$ cat config.mk
export PLATFORM = sky130hd
export DESIGN_NAME = ext_subsystem
export DESIGN_NICKNAME = d
export VERILOG_FILES = /design/src/verilog/ext_subsys_pkg.sv /design/src/verilog/obi_if.sv /design/src/verilog/switch_ack_delay.sv /design/src/verilog/slow_memory.sv /design/src/verilog/obi_arbiter.sv /design/src/verilog/memcopy_ctrl.sv /design/src/verilog/periph_decoder.sv /design/src/verilog/ext_subsystem.sv
export SDC_FILE = /design/constraint.sdc
export NUM_CORES = 2
export LEC_CHECK = 0
export BUFFER_PORTS_ARGS = -buffer_cell sky130_fd_sc_hd__clkbuf_2
export CORE_MARGIN = 2
export CORE_UTILIZATION = 45
export DETAILED_ROUTE_END_ITERATION = 16
export SYNTH_ARGS = -nofsm -noshare
export SYNTH_HDL_FRONTEND = slang
export SYNTH_MEMORY_MAX_BITS = 65536
export SYNTH_SLANG_ARGS = --single-unit
$ cat constraint.sdc
create_clock -name clk_i -period 9.7 [get_ports clk_i]
set_input_delay 0.97 -clock clk_i [delete_from_list [all_inputs] [get_ports clk_i]]
set_output_delay 0.97 -clock clk_i [all_outputs]
set_load 0.05 [all_outputs]
$ cat src/verilog/ext_subsys_pkg.sv
// *************************************************
// Address map, sizes and latencies of the subsystem
// Only addresses below 0x2000 are mapped; bit 12 picks the target
// *************************************************
package ext_subsys_pkg;

  localparam int DATA_WIDTH         = 32;
  localparam int ADDR_WIDTH         = 32;
  localparam int MEM_WORDS          = 128;
  localparam int MEM_IDX_WIDTH      = 7;
  localparam int EXT_DOMAINS        = 4;
  localparam int SWITCH_ACK_LATENCY = 15;
  localparam int SLOW_GNT_DELAY     = 3;

  // Register offsets as carried on the CSR bus
  localparam logic [MEM_IDX_WIDTH-1:0] CSR_SRC_OFFSET    = 7'h00;
  localparam logic [MEM_IDX_WIDTH-1:0] CSR_DST_OFFSET    = 7'h04;
  localparam logic [MEM_IDX_WIDTH-1:0] CSR_SIZE_OFFSET   = 7'h08;
  localparam logic [MEM_IDX_WIDTH-1:0] CSR_STATUS_OFFSET = 7'h0C;

  localparam logic REGION_CSR = 1'b0;
  localparam logic REGION_MEM = 1'b1;

  // Decoder states
  localparam logic [1:0] DEC_IDLE = 2'd0;
  localparam logic [1:0] DEC_REQ  = 2'd1;
  localparam logic [1:0] DEC_RSP  = 2'd2;
  localparam logic [1:0] DEC_DONE = 2'd3;

  // Copy engine states
  localparam logic [2:0] CP_IDLE    = 3'd0;
  localparam logic [2:0] CP_RD_REQ  = 3'd1;
  localparam logic [2:0] CP_RD_WAIT = 3'd2;
  localparam logic [2:0] CP_WR_REQ  = 3'd3;
  localparam logic [2:0] CP_WR_WAIT = 3'd4;

  typedef struct packed {
    logic [18:0] upper;
    logic        region;
    logic [11:0] offset;
  } csr_addr_t;

  typedef struct packed {
    logic [18:0]              upper;
    logic                     region;
    logic [2:0]               pad;
    logic [MEM_IDX_WIDTH-1:0] word_idx;
    logic [1:0]               byte_sel;
  } mem_addr_t;

  typedef union packed {
    csr_addr_t csr;
    mem_addr_t mem;
  } reg_addr_u;

endpackage

$ cat src/verilog/obi_if.sv
// *************************************************
// Word-indexed memory bus; master holds req until gnt
// rvalid follows gnt by one cycle, one transaction at a time
// *************************************************
`timescale 1ns/10ps

interface obi_if ();
  import ext_subsys_pkg::*;

  logic                     req;
  logic                     we;
  logic [MEM_IDX_WIDTH-1:0] addr;
  logic [DATA_WIDTH-1:0]    wdata;
  logic                     gnt;
  logic                     rvalid;
  logic [DATA_WIDTH-1:0]    rdata;

  modport master (output req, we, addr, wdata, input gnt, rvalid, rdata);
  modport slave (input req, we, addr, wdata, output gnt, rvalid, rdata);

endinterface

$ cat src/verilog/switch_ack_delay.sv
// *************************************************
// Power-switch cell model, ack trails request by 15 cycles
// *************************************************
`timescale 1ns/10ps

module switch_ack_delay (
  input  logic                                   clk_i,
  input  logic                                   rst_n_i,
  input  logic [ext_subsys_pkg::EXT_DOMAINS-1:0] switch_i,
  output logic [ext_subsys_pkg::EXT_DOMAINS-1:0] switch_ack_o
);
  import ext_subsys_pkg::*;

  logic [EXT_DOMAINS-1:0] stage_q [SWITCH_ACK_LATENCY];

  always_ff @(posedge clk_i) begin
    if (!rst_n_i) begin
      for (int i = 0; i < SWITCH_ACK_LATENCY; i++) begin
        stage_q[i] <= '0;
      end
    end else begin
      stage_q[0] <= switch_i;
      for (int i = 1; i < SWITCH_ACK_LATENCY; i++) begin
        stage_q[i] <= stage_q[i-1];
      end
    end
  end

  assign switch_ack_o = stage_q[SWITCH_ACK_LATENCY-1];

endmodule

$ cat src/verilog/slow_memory.sv
// *************************************************
// Grant after SLOW_GNT_DELAY cycles of held request
// Contents are undefined until written
// *************************************************
`timescale 1ns/10ps

module slow_memory (
  input logic  clk_i,
  input logic  rst_n_i,
  obi_if.slave mem_bus
);
  import ext_subsys_pkg::*;

  logic [DATA_WIDTH-1:0]               mem_q [MEM_WORDS];
  logic [$clog2(SLOW_GNT_DELAY+1)-1:0] wait_cnt_q;
  logic                                gnt;
  logic                                rvalid_q;
  logic [DATA_WIDTH-1:0]               rdata_q;

  assign gnt = mem_bus.req && (wait_cnt_q == SLOW_GNT_DELAY);

  always_ff @(posedge clk_i) begin
    if (!rst_n_i) begin
      wait_cnt_q <= '0;
      rvalid_q   <= 1'b0;
    end else begin
      rvalid_q <= gnt;
      if (!mem_bus.req || gnt) begin
        wait_cnt_q <= '0;
      end else begin
        wait_cnt_q <= wait_cnt_q + 1'b1;
      end
    end
  end

  // Writes land on the grant cycle
  always_ff @(posedge clk_i) begin
    if (gnt) begin
      if (mem_bus.we) begin
        mem_q[mem_bus.addr] <= mem_bus.wdata;
      end else begin
        rdata_q <= mem_q[mem_bus.addr];
      end
    end
  end

  assign mem_bus.gnt    = gnt;
  assign mem_bus.rvalid = rvalid_q;
  assign mem_bus.rdata  = rdata_q;

  assert property (@(posedge clk_i) disable iff (!rst_n_i)
    mem_bus.rvalid |-> $past(mem_bus.gnt));

endmodule

$ cat src/verilog/obi_arbiter.sv
// *************************************************
// Fixed priority, host first; owner kept until its rvalid
// *************************************************
`timescale 1ns/10ps

module obi_arbiter (
  input  logic  clk_i,
  input  logic  rst_n_i,
  obi_if.slave  host_bus,
  obi_if.slave  copy_bus,
  obi_if.master mem_bus
);

  logic lock_q;
  logic owner_q;
  logic wait_rsp_q;
  logic sel_copy;
  logic sel_req;

  // Owner is frozen from the first presented request
  assign sel_copy = lock_q ? owner_q : !host_bus.req;
  assign sel_req  = sel_copy ? copy_bus.req : host_bus.req;

  assign mem_bus.req   = sel_req && !wait_rsp_q;
  assign mem_bus.we    = sel_copy ? copy_bus.we : host_bus.we;
  assign mem_bus.addr  = sel_copy ? copy_bus.addr : host_bus.addr;
  assign mem_bus.wdata = sel_copy ? copy_bus.wdata : host_bus.wdata;

  assign host_bus.gnt    = mem_bus.gnt && !sel_copy;
  assign copy_bus.gnt    = mem_bus.gnt && sel_copy;
  assign host_bus.rvalid = mem_bus.rvalid && !owner_q;
  assign copy_bus.rvalid = mem_bus.rvalid && owner_q;
  assign host_bus.rdata  = mem_bus.rdata;
  assign copy_bus.rdata  = mem_bus.rdata;

  always_ff @(posedge clk_i) begin
    if (!rst_n_i) begin
      lock_q     <= 1'b0;
      owner_q    <= 1'b0;
      wait_rsp_q <= 1'b0;
    end else begin
      if (!lock_q && sel_req) begin
        lock_q  <= 1'b1;
        owner_q <= sel_copy;
      end
      if (mem_bus.gnt) begin
        wait_rsp_q <= 1'b1;
      end
      if (mem_bus.rvalid) begin
        lock_q     <= 1'b0;
        wait_rsp_q <= 1'b0;
      end
    end
  end

  assert property (@(posedge clk_i) disable iff (!rst_n_i)
    !(host_bus.gnt && copy_bus.gnt));

  // Response goes back to the granted master only
  assert property (@(posedge clk_i) disable iff (!rst_n_i)
    copy_bus.gnt |=> copy_bus.rvalid && !host_bus.rvalid);

endmodule

$ cat src/verilog/memcopy_ctrl.sv
// *************************************************
// SIZE write starts a copy; refused with rdata bit 31 while busy
// Word indices come from byte address bits 8:2 and wrap at 128
// *************************************************
`timescale 1ns/10ps

module memcopy_ctrl (
  input  logic  clk_i,
  input  logic  rst_n_i,
  obi_if.slave  csr_bus,
  obi_if.master copy_bus,
  output logic  intr_o
);
  import ext_subsys_pkg::*;

  logic [DATA_WIDTH-1:0]    src_q;
  logic [DATA_WIDTH-1:0]    dst_q;
  logic [DATA_WIDTH-1:0]    size_q;
  logic [DATA_WIDTH-1:0]    remain_q;
  logic [MEM_IDX_WIDTH-1:0] rd_idx_q;
  logic [MEM_IDX_WIDTH-1:0] wr_idx_q;
  logic [DATA_WIDTH-1:0]    data_q;
  logic [2:0]               state_q;
  logic                     done_q;
  logic                     busy;
  logic                     size_wr;
  logic                     status_rd;
  logic                     csr_rvalid_q;
  logic [DATA_WIDTH-1:0]    csr_rdata_q;

  assign busy      = (state_q != CP_IDLE);
  assign size_wr   = csr_bus.req && csr_bus.we && (csr_bus.addr == CSR_SIZE_OFFSET);
  assign status_rd = csr_bus.req && !csr_bus.we && (csr_bus.addr == CSR_STATUS_OFFSET);

  // Register accesses are accepted at once
  assign csr_bus.gnt    = csr_bus.req;
  assign csr_bus.rvalid = csr_rvalid_q;
  assign csr_bus.rdata  = csr_rdata_q;

  always_ff @(posedge clk_i) begin
    if (!rst_n_i) begin
      csr_rvalid_q <= 1'b0;
    end else begin
      csr_rvalid_q <= csr_bus.req;
    end
  end

  always_ff @(posedge clk_i) begin
    if (csr_bus.req) begin
      if (csr_bus.we) begin
        csr_rdata_q <= {size_wr && busy, {(DATA_WIDTH-1){1'b0}}};
      end else begin
        case (csr_bus.addr)
          CSR_SRC_OFFSET:    csr_rdata_q <= src_q;
          CSR_DST_OFFSET:    csr_rdata_q <= dst_q;
          CSR_SIZE_OFFSET:   csr_rdata_q <= size_q;
          CSR_STATUS_OFFSET: csr_rdata_q <= {{(DATA_WIDTH-2){1'b0}}, busy, done_q};
          default:           csr_rdata_q <= '0;
        endcase
      end
    end
  end

  always_ff @(posedge clk_i) begin
    if (!rst_n_i) begin
      src_q    <= '0;
      dst_q    <= '0;
      size_q   <= '0;
      remain_q <= '0;
      rd_idx_q <= '0;
      wr_idx_q <= '0;
      state_q  <= CP_IDLE;
      done_q   <= 1'b0;
    end else begin
      if (csr_bus.req && csr_bus.we && (csr_bus.addr == CSR_SRC_OFFSET)) begin
        src_q <= csr_bus.wdata;
      end
      if (csr_bus.req && csr_bus.we && (csr_bus.addr == CSR_DST_OFFSET)) begin
        dst_q <= csr_bus.wdata;
      end
      if (status_rd) begin
        done_q <= 1'b0;
      end
      case (state_q)
        CP_IDLE: begin
          if (size_wr) begin
            size_q   <= csr_bus.wdata;
            remain_q <= csr_bus.wdata;
            rd_idx_q <= src_q[MEM_IDX_WIDTH+1:2];
            wr_idx_q <= dst_q[MEM_IDX_WIDTH+1:2];
            done_q   <= (csr_bus.wdata == '0);
            if (csr_bus.wdata != '0) begin
              state_q <= CP_RD_REQ;
            end
          end
        end
        CP_RD_REQ: begin
          if (copy_bus.gnt) begin
            state_q <= CP_RD_WAIT;
          end
        end
        CP_RD_WAIT: begin
          if (copy_bus.rvalid) begin
            state_q <= CP_WR_REQ;
          end
        end
        CP_WR_REQ: begin
          if (copy_bus.gnt) begin
            state_q <= CP_WR_WAIT;
          end
        end
        CP_WR_WAIT: begin
          if (copy_bus.rvalid) begin
            rd_idx_q <= rd_idx_q + 1'b1;
            wr_idx_q <= wr_idx_q + 1'b1;
            remain_q <= remain_q - 1'b1;
            if (remain_q == 1) begin
              state_q <= CP_IDLE;
              done_q  <= 1'b1;
            end else begin
              state_q <= CP_RD_REQ;
            end
          end
        end
        default: begin
          state_q <= CP_IDLE;
        end
      endcase
    end
  end

  always_ff @(posedge clk_i) begin
    if ((state_q == CP_RD_WAIT) && copy_bus.rvalid) begin
      data_q <= copy_bus.rdata;
    end
  end

  assign copy_bus.req   = (state_q == CP_RD_REQ) || (state_q == CP_WR_REQ);
  assign copy_bus.we    = (state_q == CP_WR_REQ);
  assign copy_bus.addr  = (state_q == CP_WR_REQ) ? wr_idx_q : rd_idx_q;
  assign copy_bus.wdata = data_q;
  assign intr_o         = done_q;

  // No memory traffic to or from the engine while idle
  assert property (@(posedge clk_i) disable iff (!rst_n_i)
    !busy |-> !copy_bus.req && !copy_bus.rvalid);

endmodule

$ cat src/verilog/periph_decoder.sv
// *************************************************
// Unmapped addresses get an error answer after one cycle
// CSR writes report a refused command through rdata bit 31
// *************************************************
`timescale 1ns/10ps

module periph_decoder (
  input  logic                                  clk_i,
  input  logic                                  rst_n_i,
  input  logic                                  reg_valid_i,
  input  logic                                  reg_write_i,
  input  logic [ext_subsys_pkg::ADDR_WIDTH-1:0] reg_addr_i,
  input  logic [ext_subsys_pkg::DATA_WIDTH-1:0] reg_wdata_i,
  output logic                                  reg_ready_o,
  output logic [ext_subsys_pkg::DATA_WIDTH-1:0] reg_rdata_o,
  output logic                                  reg_error_o,
  obi_if.master                                 csr_bus,
  obi_if.master                                 mem_bus
);
  import ext_subsys_pkg::*;

  reg_addr_u             addr_u;
  logic                  addr_ok;
  logic                  hit_csr;
  logic                  hit_mem;
  logic                  tgt_mem;
  logic                  tgt_gnt;
  logic                  tgt_rvalid;
  logic [DATA_WIDTH-1:0] tgt_rdata;
  logic [1:0]            state_q;
  logic                  target_mem_q;
  logic                  error_q;
  logic [DATA_WIDTH-1:0] rdata_q;

  assign addr_u  = reg_addr_i;
  assign addr_ok = (addr_u.csr.upper == '0);
  assign hit_csr = addr_ok && (addr_u.csr.region == REGION_CSR);
  assign hit_mem = addr_ok && (addr_u.mem.region == REGION_MEM);

  assign csr_bus.req   = ((state_q == DEC_IDLE) && reg_valid_i && hit_csr) ||
                         ((state_q == DEC_REQ) && !target_mem_q);
  assign csr_bus.we    = reg_write_i;
  assign csr_bus.addr  = addr_u.csr.offset[MEM_IDX_WIDTH-1:0];
  assign csr_bus.wdata = reg_wdata_i;

  assign mem_bus.req   = ((state_q == DEC_IDLE) && reg_valid_i && hit_mem) ||
                         ((state_q == DEC_REQ) && target_mem_q);
  assign mem_bus.we    = reg_write_i;
  assign mem_bus.addr  = addr_u.mem.word_idx;
  assign mem_bus.wdata = reg_wdata_i;

  // Target is still open while idle, latched afterwards
  assign tgt_mem    = (state_q == DEC_IDLE) ? hit_mem : target_mem_q;
  assign tgt_gnt    = tgt_mem ? mem_bus.gnt : csr_bus.gnt;
  assign tgt_rvalid = target_mem_q ? mem_bus.rvalid : csr_bus.rvalid;
  assign tgt_rdata  = target_mem_q ? mem_bus.rdata : csr_bus.rdata;

  always_ff @(posedge clk_i) begin
    if (!rst_n_i) begin
      state_q      <= DEC_IDLE;
      target_mem_q <= 1'b0;
      error_q      <= 1'b0;
    end else begin
      case (state_q)
        DEC_IDLE: begin
          if (reg_valid_i) begin
            target_mem_q <= hit_mem;
            error_q      <= !addr_ok;
            if (!addr_ok) begin
              state_q <= DEC_DONE;
            end else if (tgt_gnt) begin
              state_q <= DEC_RSP;
            end else begin
              state_q <= DEC_REQ;
            end
          end
        end
        DEC_REQ: begin
          if (tgt_gnt) begin
            state_q <= DEC_RSP;
          end
        end
        DEC_RSP: begin
          if (tgt_rvalid) begin
            error_q <= !target_mem_q && reg_write_i && tgt_rdata[DATA_WIDTH-1];
            state_q <= DEC_DONE;
          end
        end
        default: begin
          // Host drops its request in this cycle
          state_q <= DEC_IDLE;
        end
      endcase
    end
  end

  always_ff @(posedge clk_i) begin
    if ((state_q == DEC_IDLE) && reg_valid_i && !addr_ok) begin
      rdata_q <= '0;
    end else if ((state_q == DEC_RSP) && tgt_rvalid) begin
      rdata_q <= tgt_rdata;
    end
  end

  assign reg_ready_o = (state_q == DEC_DONE);
  assign reg_rdata_o = rdata_q;
  assign reg_error_o = error_q;

  // Never both targets at once
  assert property (@(posedge clk_i) disable iff (!rst_n_i)
    !(csr_bus.req && mem_bus.req));

endmodule

$ cat src/verilog/ext_subsystem.sv
// *************************************************
// External subsystem with copy engine, slow memory and switch acks
// Host holds its request until reg_ready_o pulses
// *************************************************
`timescale 1ns/10ps

module ext_subsystem (
  input  logic                                   clk_i,
  input  logic                                   rst_n_i,
  input  logic                                   reg_valid_i,
  input  logic                                   reg_write_i,
  input  logic [ext_subsys_pkg::ADDR_WIDTH-1:0]  reg_addr_i,
  input  logic [ext_subsys_pkg::DATA_WIDTH-1:0]  reg_wdata_i,
  output logic                                   reg_ready_o,
  output logic [ext_subsys_pkg::DATA_WIDTH-1:0]  reg_rdata_o,
  output logic                                   reg_error_o,
  output logic                                   intr_o,
  input  logic [ext_subsys_pkg::EXT_DOMAINS-1:0] powergate_switch_i,
  output logic [ext_subsys_pkg::EXT_DOMAINS-1:0] powergate_switch_ack_o
);

  obi_if csr_bus ();
  obi_if host_mem_bus ();
  obi_if copy_bus ();
  obi_if mem_bus ();

  periph_decoder periph_decoder_i (
    .clk_i      (clk_i),
    .rst_n_i    (rst_n_i),
    .reg_valid_i(reg_valid_i),
    .reg_write_i(reg_write_i),
    .reg_addr_i (reg_addr_i),
    .reg_wdata_i(reg_wdata_i),
    .reg_ready_o(reg_ready_o),
    .reg_rdata_o(reg_rdata_o),
    .reg_error_o(reg_error_o),
    .csr_bus    (csr_bus),
    .mem_bus    (host_mem_bus)
  );

  memcopy_ctrl memcopy_ctrl_i (
    .clk_i   (clk_i),
    .rst_n_i (rst_n_i),
    .csr_bus (csr_bus),
    .copy_bus(copy_bus),
    .intr_o  (intr_o)
  );

  obi_arbiter obi_arbiter_i (
    .clk_i   (clk_i),
    .rst_n_i (rst_n_i),
    .host_bus(host_mem_bus),
    .copy_bus(copy_bus),
    .mem_bus (mem_bus)
  );

  slow_memory slow_ram_i (
    .clk_i  (clk_i),
    .rst_n_i(rst_n_i),
    .mem_bus(mem_bus)
  );

  switch_ack_delay switch_ack_delay_i (
    .clk_i       (clk_i),
    .rst_n_i     (rst_n_i),
    .switch_i    (powergate_switch_i),
    .switch_ack_o(powergate_switch_ack_o)
  );

endmodule

==> impl_metrics.yaml <==
run_status:
  status: "finished with violations"
  failed_checks: "max-capacitance violations"
routing:
  drt_iter0_drc: 14900
  wirelength_um: 526000
  drtPass1Iterations: 6
  viasPerCell: 6.56
  drc: 0
  wl_per_cell_um: 34.1
  vias: 101000
  drtAntennaViolNets: 0
timing:
  skew_ns: 0.0854
  fin_crit_ns: 6.66
  rsz0062_at_grt: "false"
  final.period_utilization_pct: 68.6
  timing.final.hold_violations: 0
  setup_ws_ns: 3.04
  setup_violations: 0
  slew_violations: 0
  tightest_slew_ns: 1.49
  setup-tns-final_ns: 0
  fmax_ghz: 0.150
  max_slew_margin_pct: 0.165
grt:
  grt_max_degree: 109
  antenna_found_initial: 31
  grt_pass1_wl_um: 731000
  grtUsageTotal_pct: 27.4
  overflow: 0
  first_global_vias: 96600
clock_network:
  cts.clk_slew.worst_paths_ns: 0.06
  root_buffer: "clkbuf_16"
  cts_sinks: 4441
  postCtsSetupBuffers: 0
  cts_resized: 0
  cts_buffers: 440
  clock_path_buffers: 4
  ctsHtreeMaxLevel: 5
  insertion_delay_ns: 1.00
  cts_hold_buf: 0
  cts_tree: "done"
finish:
  final_cells: 15400
  regArea_um2: 131000
  num-fill-cells: 29100
  drive_above_1_share_pct: 12.3
  final_util_pct: 51.2
  syn_to_final_growth_pct: 13.3
  multi_input_area_um2: 33100
  nets: 10300
logic_synthesis:
  synthesis.area_um2: 165000
  syn_avg_cell_area_um2: 16.4
  ys_ff_latch: 4441
  syn_inst: 10100
  syn_nets: 10200
  synthArstFlopShare_pct: 0
  synth_edf_count: 4192
  synth_flop_cell: "edfxtp_1"
  synth_cell_types: 74
  yosys_warnings: 0
  yosysSeqAreaShare_pct: 79.1
die:
  die_w_um: 610
  ioPinCount: 111
  rows: 222
  die_area_um2: 372000
  die_h_um: 610
  coreArea_um2: 366000
  start_util_pct: 45.2
placed_design:
  pre_cts_ws_ns: 2.93
  dp_hpwl_um: 283000
  dp.cells: 14600
  gp_congestion: 0.868
  port_buffers: 107
pwr:
  power_density_nw_per_um2: 201
  vdd_drop_max_v: 0.000162
  p_leak_nw: 57.3
critical_path:
  cp_max_fo: 70
  cp-end-kind: "flip-flop"
  cp-start-kind: "flip-flop"
  arrival_ns: 7.28
  worstPathRequired_ns: 10.32
  crit_type: "flip-flop to flip-flop"
worst_hold_path:
  hold_path_class: "primary input to flip-flop"
job:
  drv_cap: 2
state kept, by name, indices dropped and copies added (netlist names), 3 cells and up:
register                       flops
memcopy_ctrl_i.csr_bus.rdata      32
memcopy_ctrl_i.dst_q              32
memcopy_ctrl_i.src_q              32
slow_ram_i.mem_bus.rdata          32
memcopy_ctrl_i.rd_idx_q            7
memcopy_ctrl_i.copy_bus.wdata     32
memcopy_ctrl_i.remain_q           32
periph_decoder_i.reg_rdata_o      32
memcopy_ctrl_i.size_q             32
memcopy_ctrl_i.state_q             3
switch_ack_delay_i.stage_q        60
memcopy_ctrl_i.wr_idx_q            7
slow_ram_i.mem_q                4096
synthesized netlist by cell type (18+ instances only):
library cell	n	area share [%]
a211oi_1	49	0.22
a21oi_1	185	0.56
a221oi_1	251	1.3
a22o_1	718	3.8
a22oi_1	628	2.8
a31oi_1	257	0.97
and2_1	73	0.28
buf_1	38	0.086
buf_2	183	0.55
clkbuf_1	513	1.2
dfxtp_1	249	3.0
edfxtp_1	4192	76
inv_1	18	0.041
mux2i_1	93	0.56
nand2_1	355	0.81
nand3_1	67	0.20
nand4_1	297	1.1
nor2_1	314	0.71
nor3_1	246	0.74
nor4_1	22	0.083
o21ai_0	908	2.7
o21ai_1	22	0.067
o22ai_1	123	0.47
o31ai_1	137	0.62
path summary, 6_finish.rpt:
check,end,slack [ns],startpoint,cells after the start
worst max-delay path,slow_ram_i.mem_bus.rdata[30],3.04,periph_decoder_i.state_q[1],14
worst max register to register,slow_ram_i.mem_bus.rdata[30],3.04,periph_decoder_i.state_q[1],14
worst min-delay path,switch_ack_delay_i.stage_q[0][3],0.21,powergate_switch_i[3],2
worst min register to register,switch_ack_delay_i.stage_q[12][3],0.42,switch_ack_delay_i.stage_q[11][3],1
power by group:
| part | leakage (nW) | switching (mW) | internal [mW] |
|---|---|---|---|
| sequential | 39.7 | 0.0362 | 20.7 |
| combinational | 11.0 | 0.382 | 0.120 |
| clock | 6.67 | 7.13 | 9.21 |
| total | 57.3 | 7.55 | 30.1 |
layer usage:
metal / global-route usage, % / vias to the layer above / wire [um]
li1: - / 41600 / -
met1: 36.9 / 52200 / 198000
met2: 43.0 / 6473 / 242000
met3: 6.33 / 959 / 61200
met4: 11.6 / 10 / 24800
met5: 0 / - / 64
critical path, cell delays in order (launching register included):
cell and delay [ns]:
dfxtp_1 0.35, inv_1 0.13, ha_1 0.35, and4b_1 0.52, and3_1 0.68, a211oi_4 0.13
buf_4 0.30, or2_4 0.43, buf_12 0.28, buf_4 0.43, a22o_1 0.34, o31ai_1 0.40
o2111ai_1 0.85, a2111oi_1 0.69, o311ai_1 0.27
cell families (layout without fill, tap and decap cells):
family,after synthesis,after routing,share of synthesized area (%)
muxes,98,98,0.604
and+or+nand+nor,1462,1462,4.33
adders and majority gates,10,10,0.0756
AOI/OAI and AO/OA,3327,3327,13.9
DFF,4441,4441,79.1
xor gates and xnor gates,2,2,0.0106
other,0,13,0
buffers and inverters,770,1274,1.94
cell usage in the layout (no fill, tap or decap), drive strengths merged, types with 5 or more instances in the layout:
master and count:
or2 13, edfxtp 4192, a221oi 252, nor2b 10
clkinv 187, nor4 24, o22ai 123, clkinvlp 7
nor2 315, a22o 718, ha 10, mux2i 93
nand2 356, a211oi 55, inv 36, a21oi 186
nand2b 6, clkbuf 670, a31oi 257, o31ai 138
diode 13, nand3 67, o2bb2ai 5, and2 74
o21ai 931, nand3b 9, nand4 298, bufinv 28
a22oi 628, or4 7, nor3b 14, dfxtp 249
buf 346, and3 10, a41oi 7, or3 6
nor3 246
area by class of cell:
class,count,area share [%]
repair buffers,453,1.93
flip-flops and latches,4441,69.8
clock inverters,239,1.08
multi-input cells,4899,17.7
well taps,4816,3.22
inverters,19,0.0394
diodes,13,0.0174
clock buffers,563,6.22
metrics by stage:
| step | power, mW | hold WS [ns] | instance area [um^2] |
|---|---|---|---|
| 3_5_place_dp | 21.7 | 0.417 | 174000 |
| 2_1_floorplan | 21.5 | 0.407 | 165000 |
| 4_1_cts | 37.8 | 0.139 | 187000 |
| 5_1_grt | 38.5 | 0.188 | 187000 |
| 6_report | 37.6 | 0.209 | 187000 |
| 3_3_place_gp | 21.7 | 0.413 | 174000 |
Power figures use the tool's default switching activity.
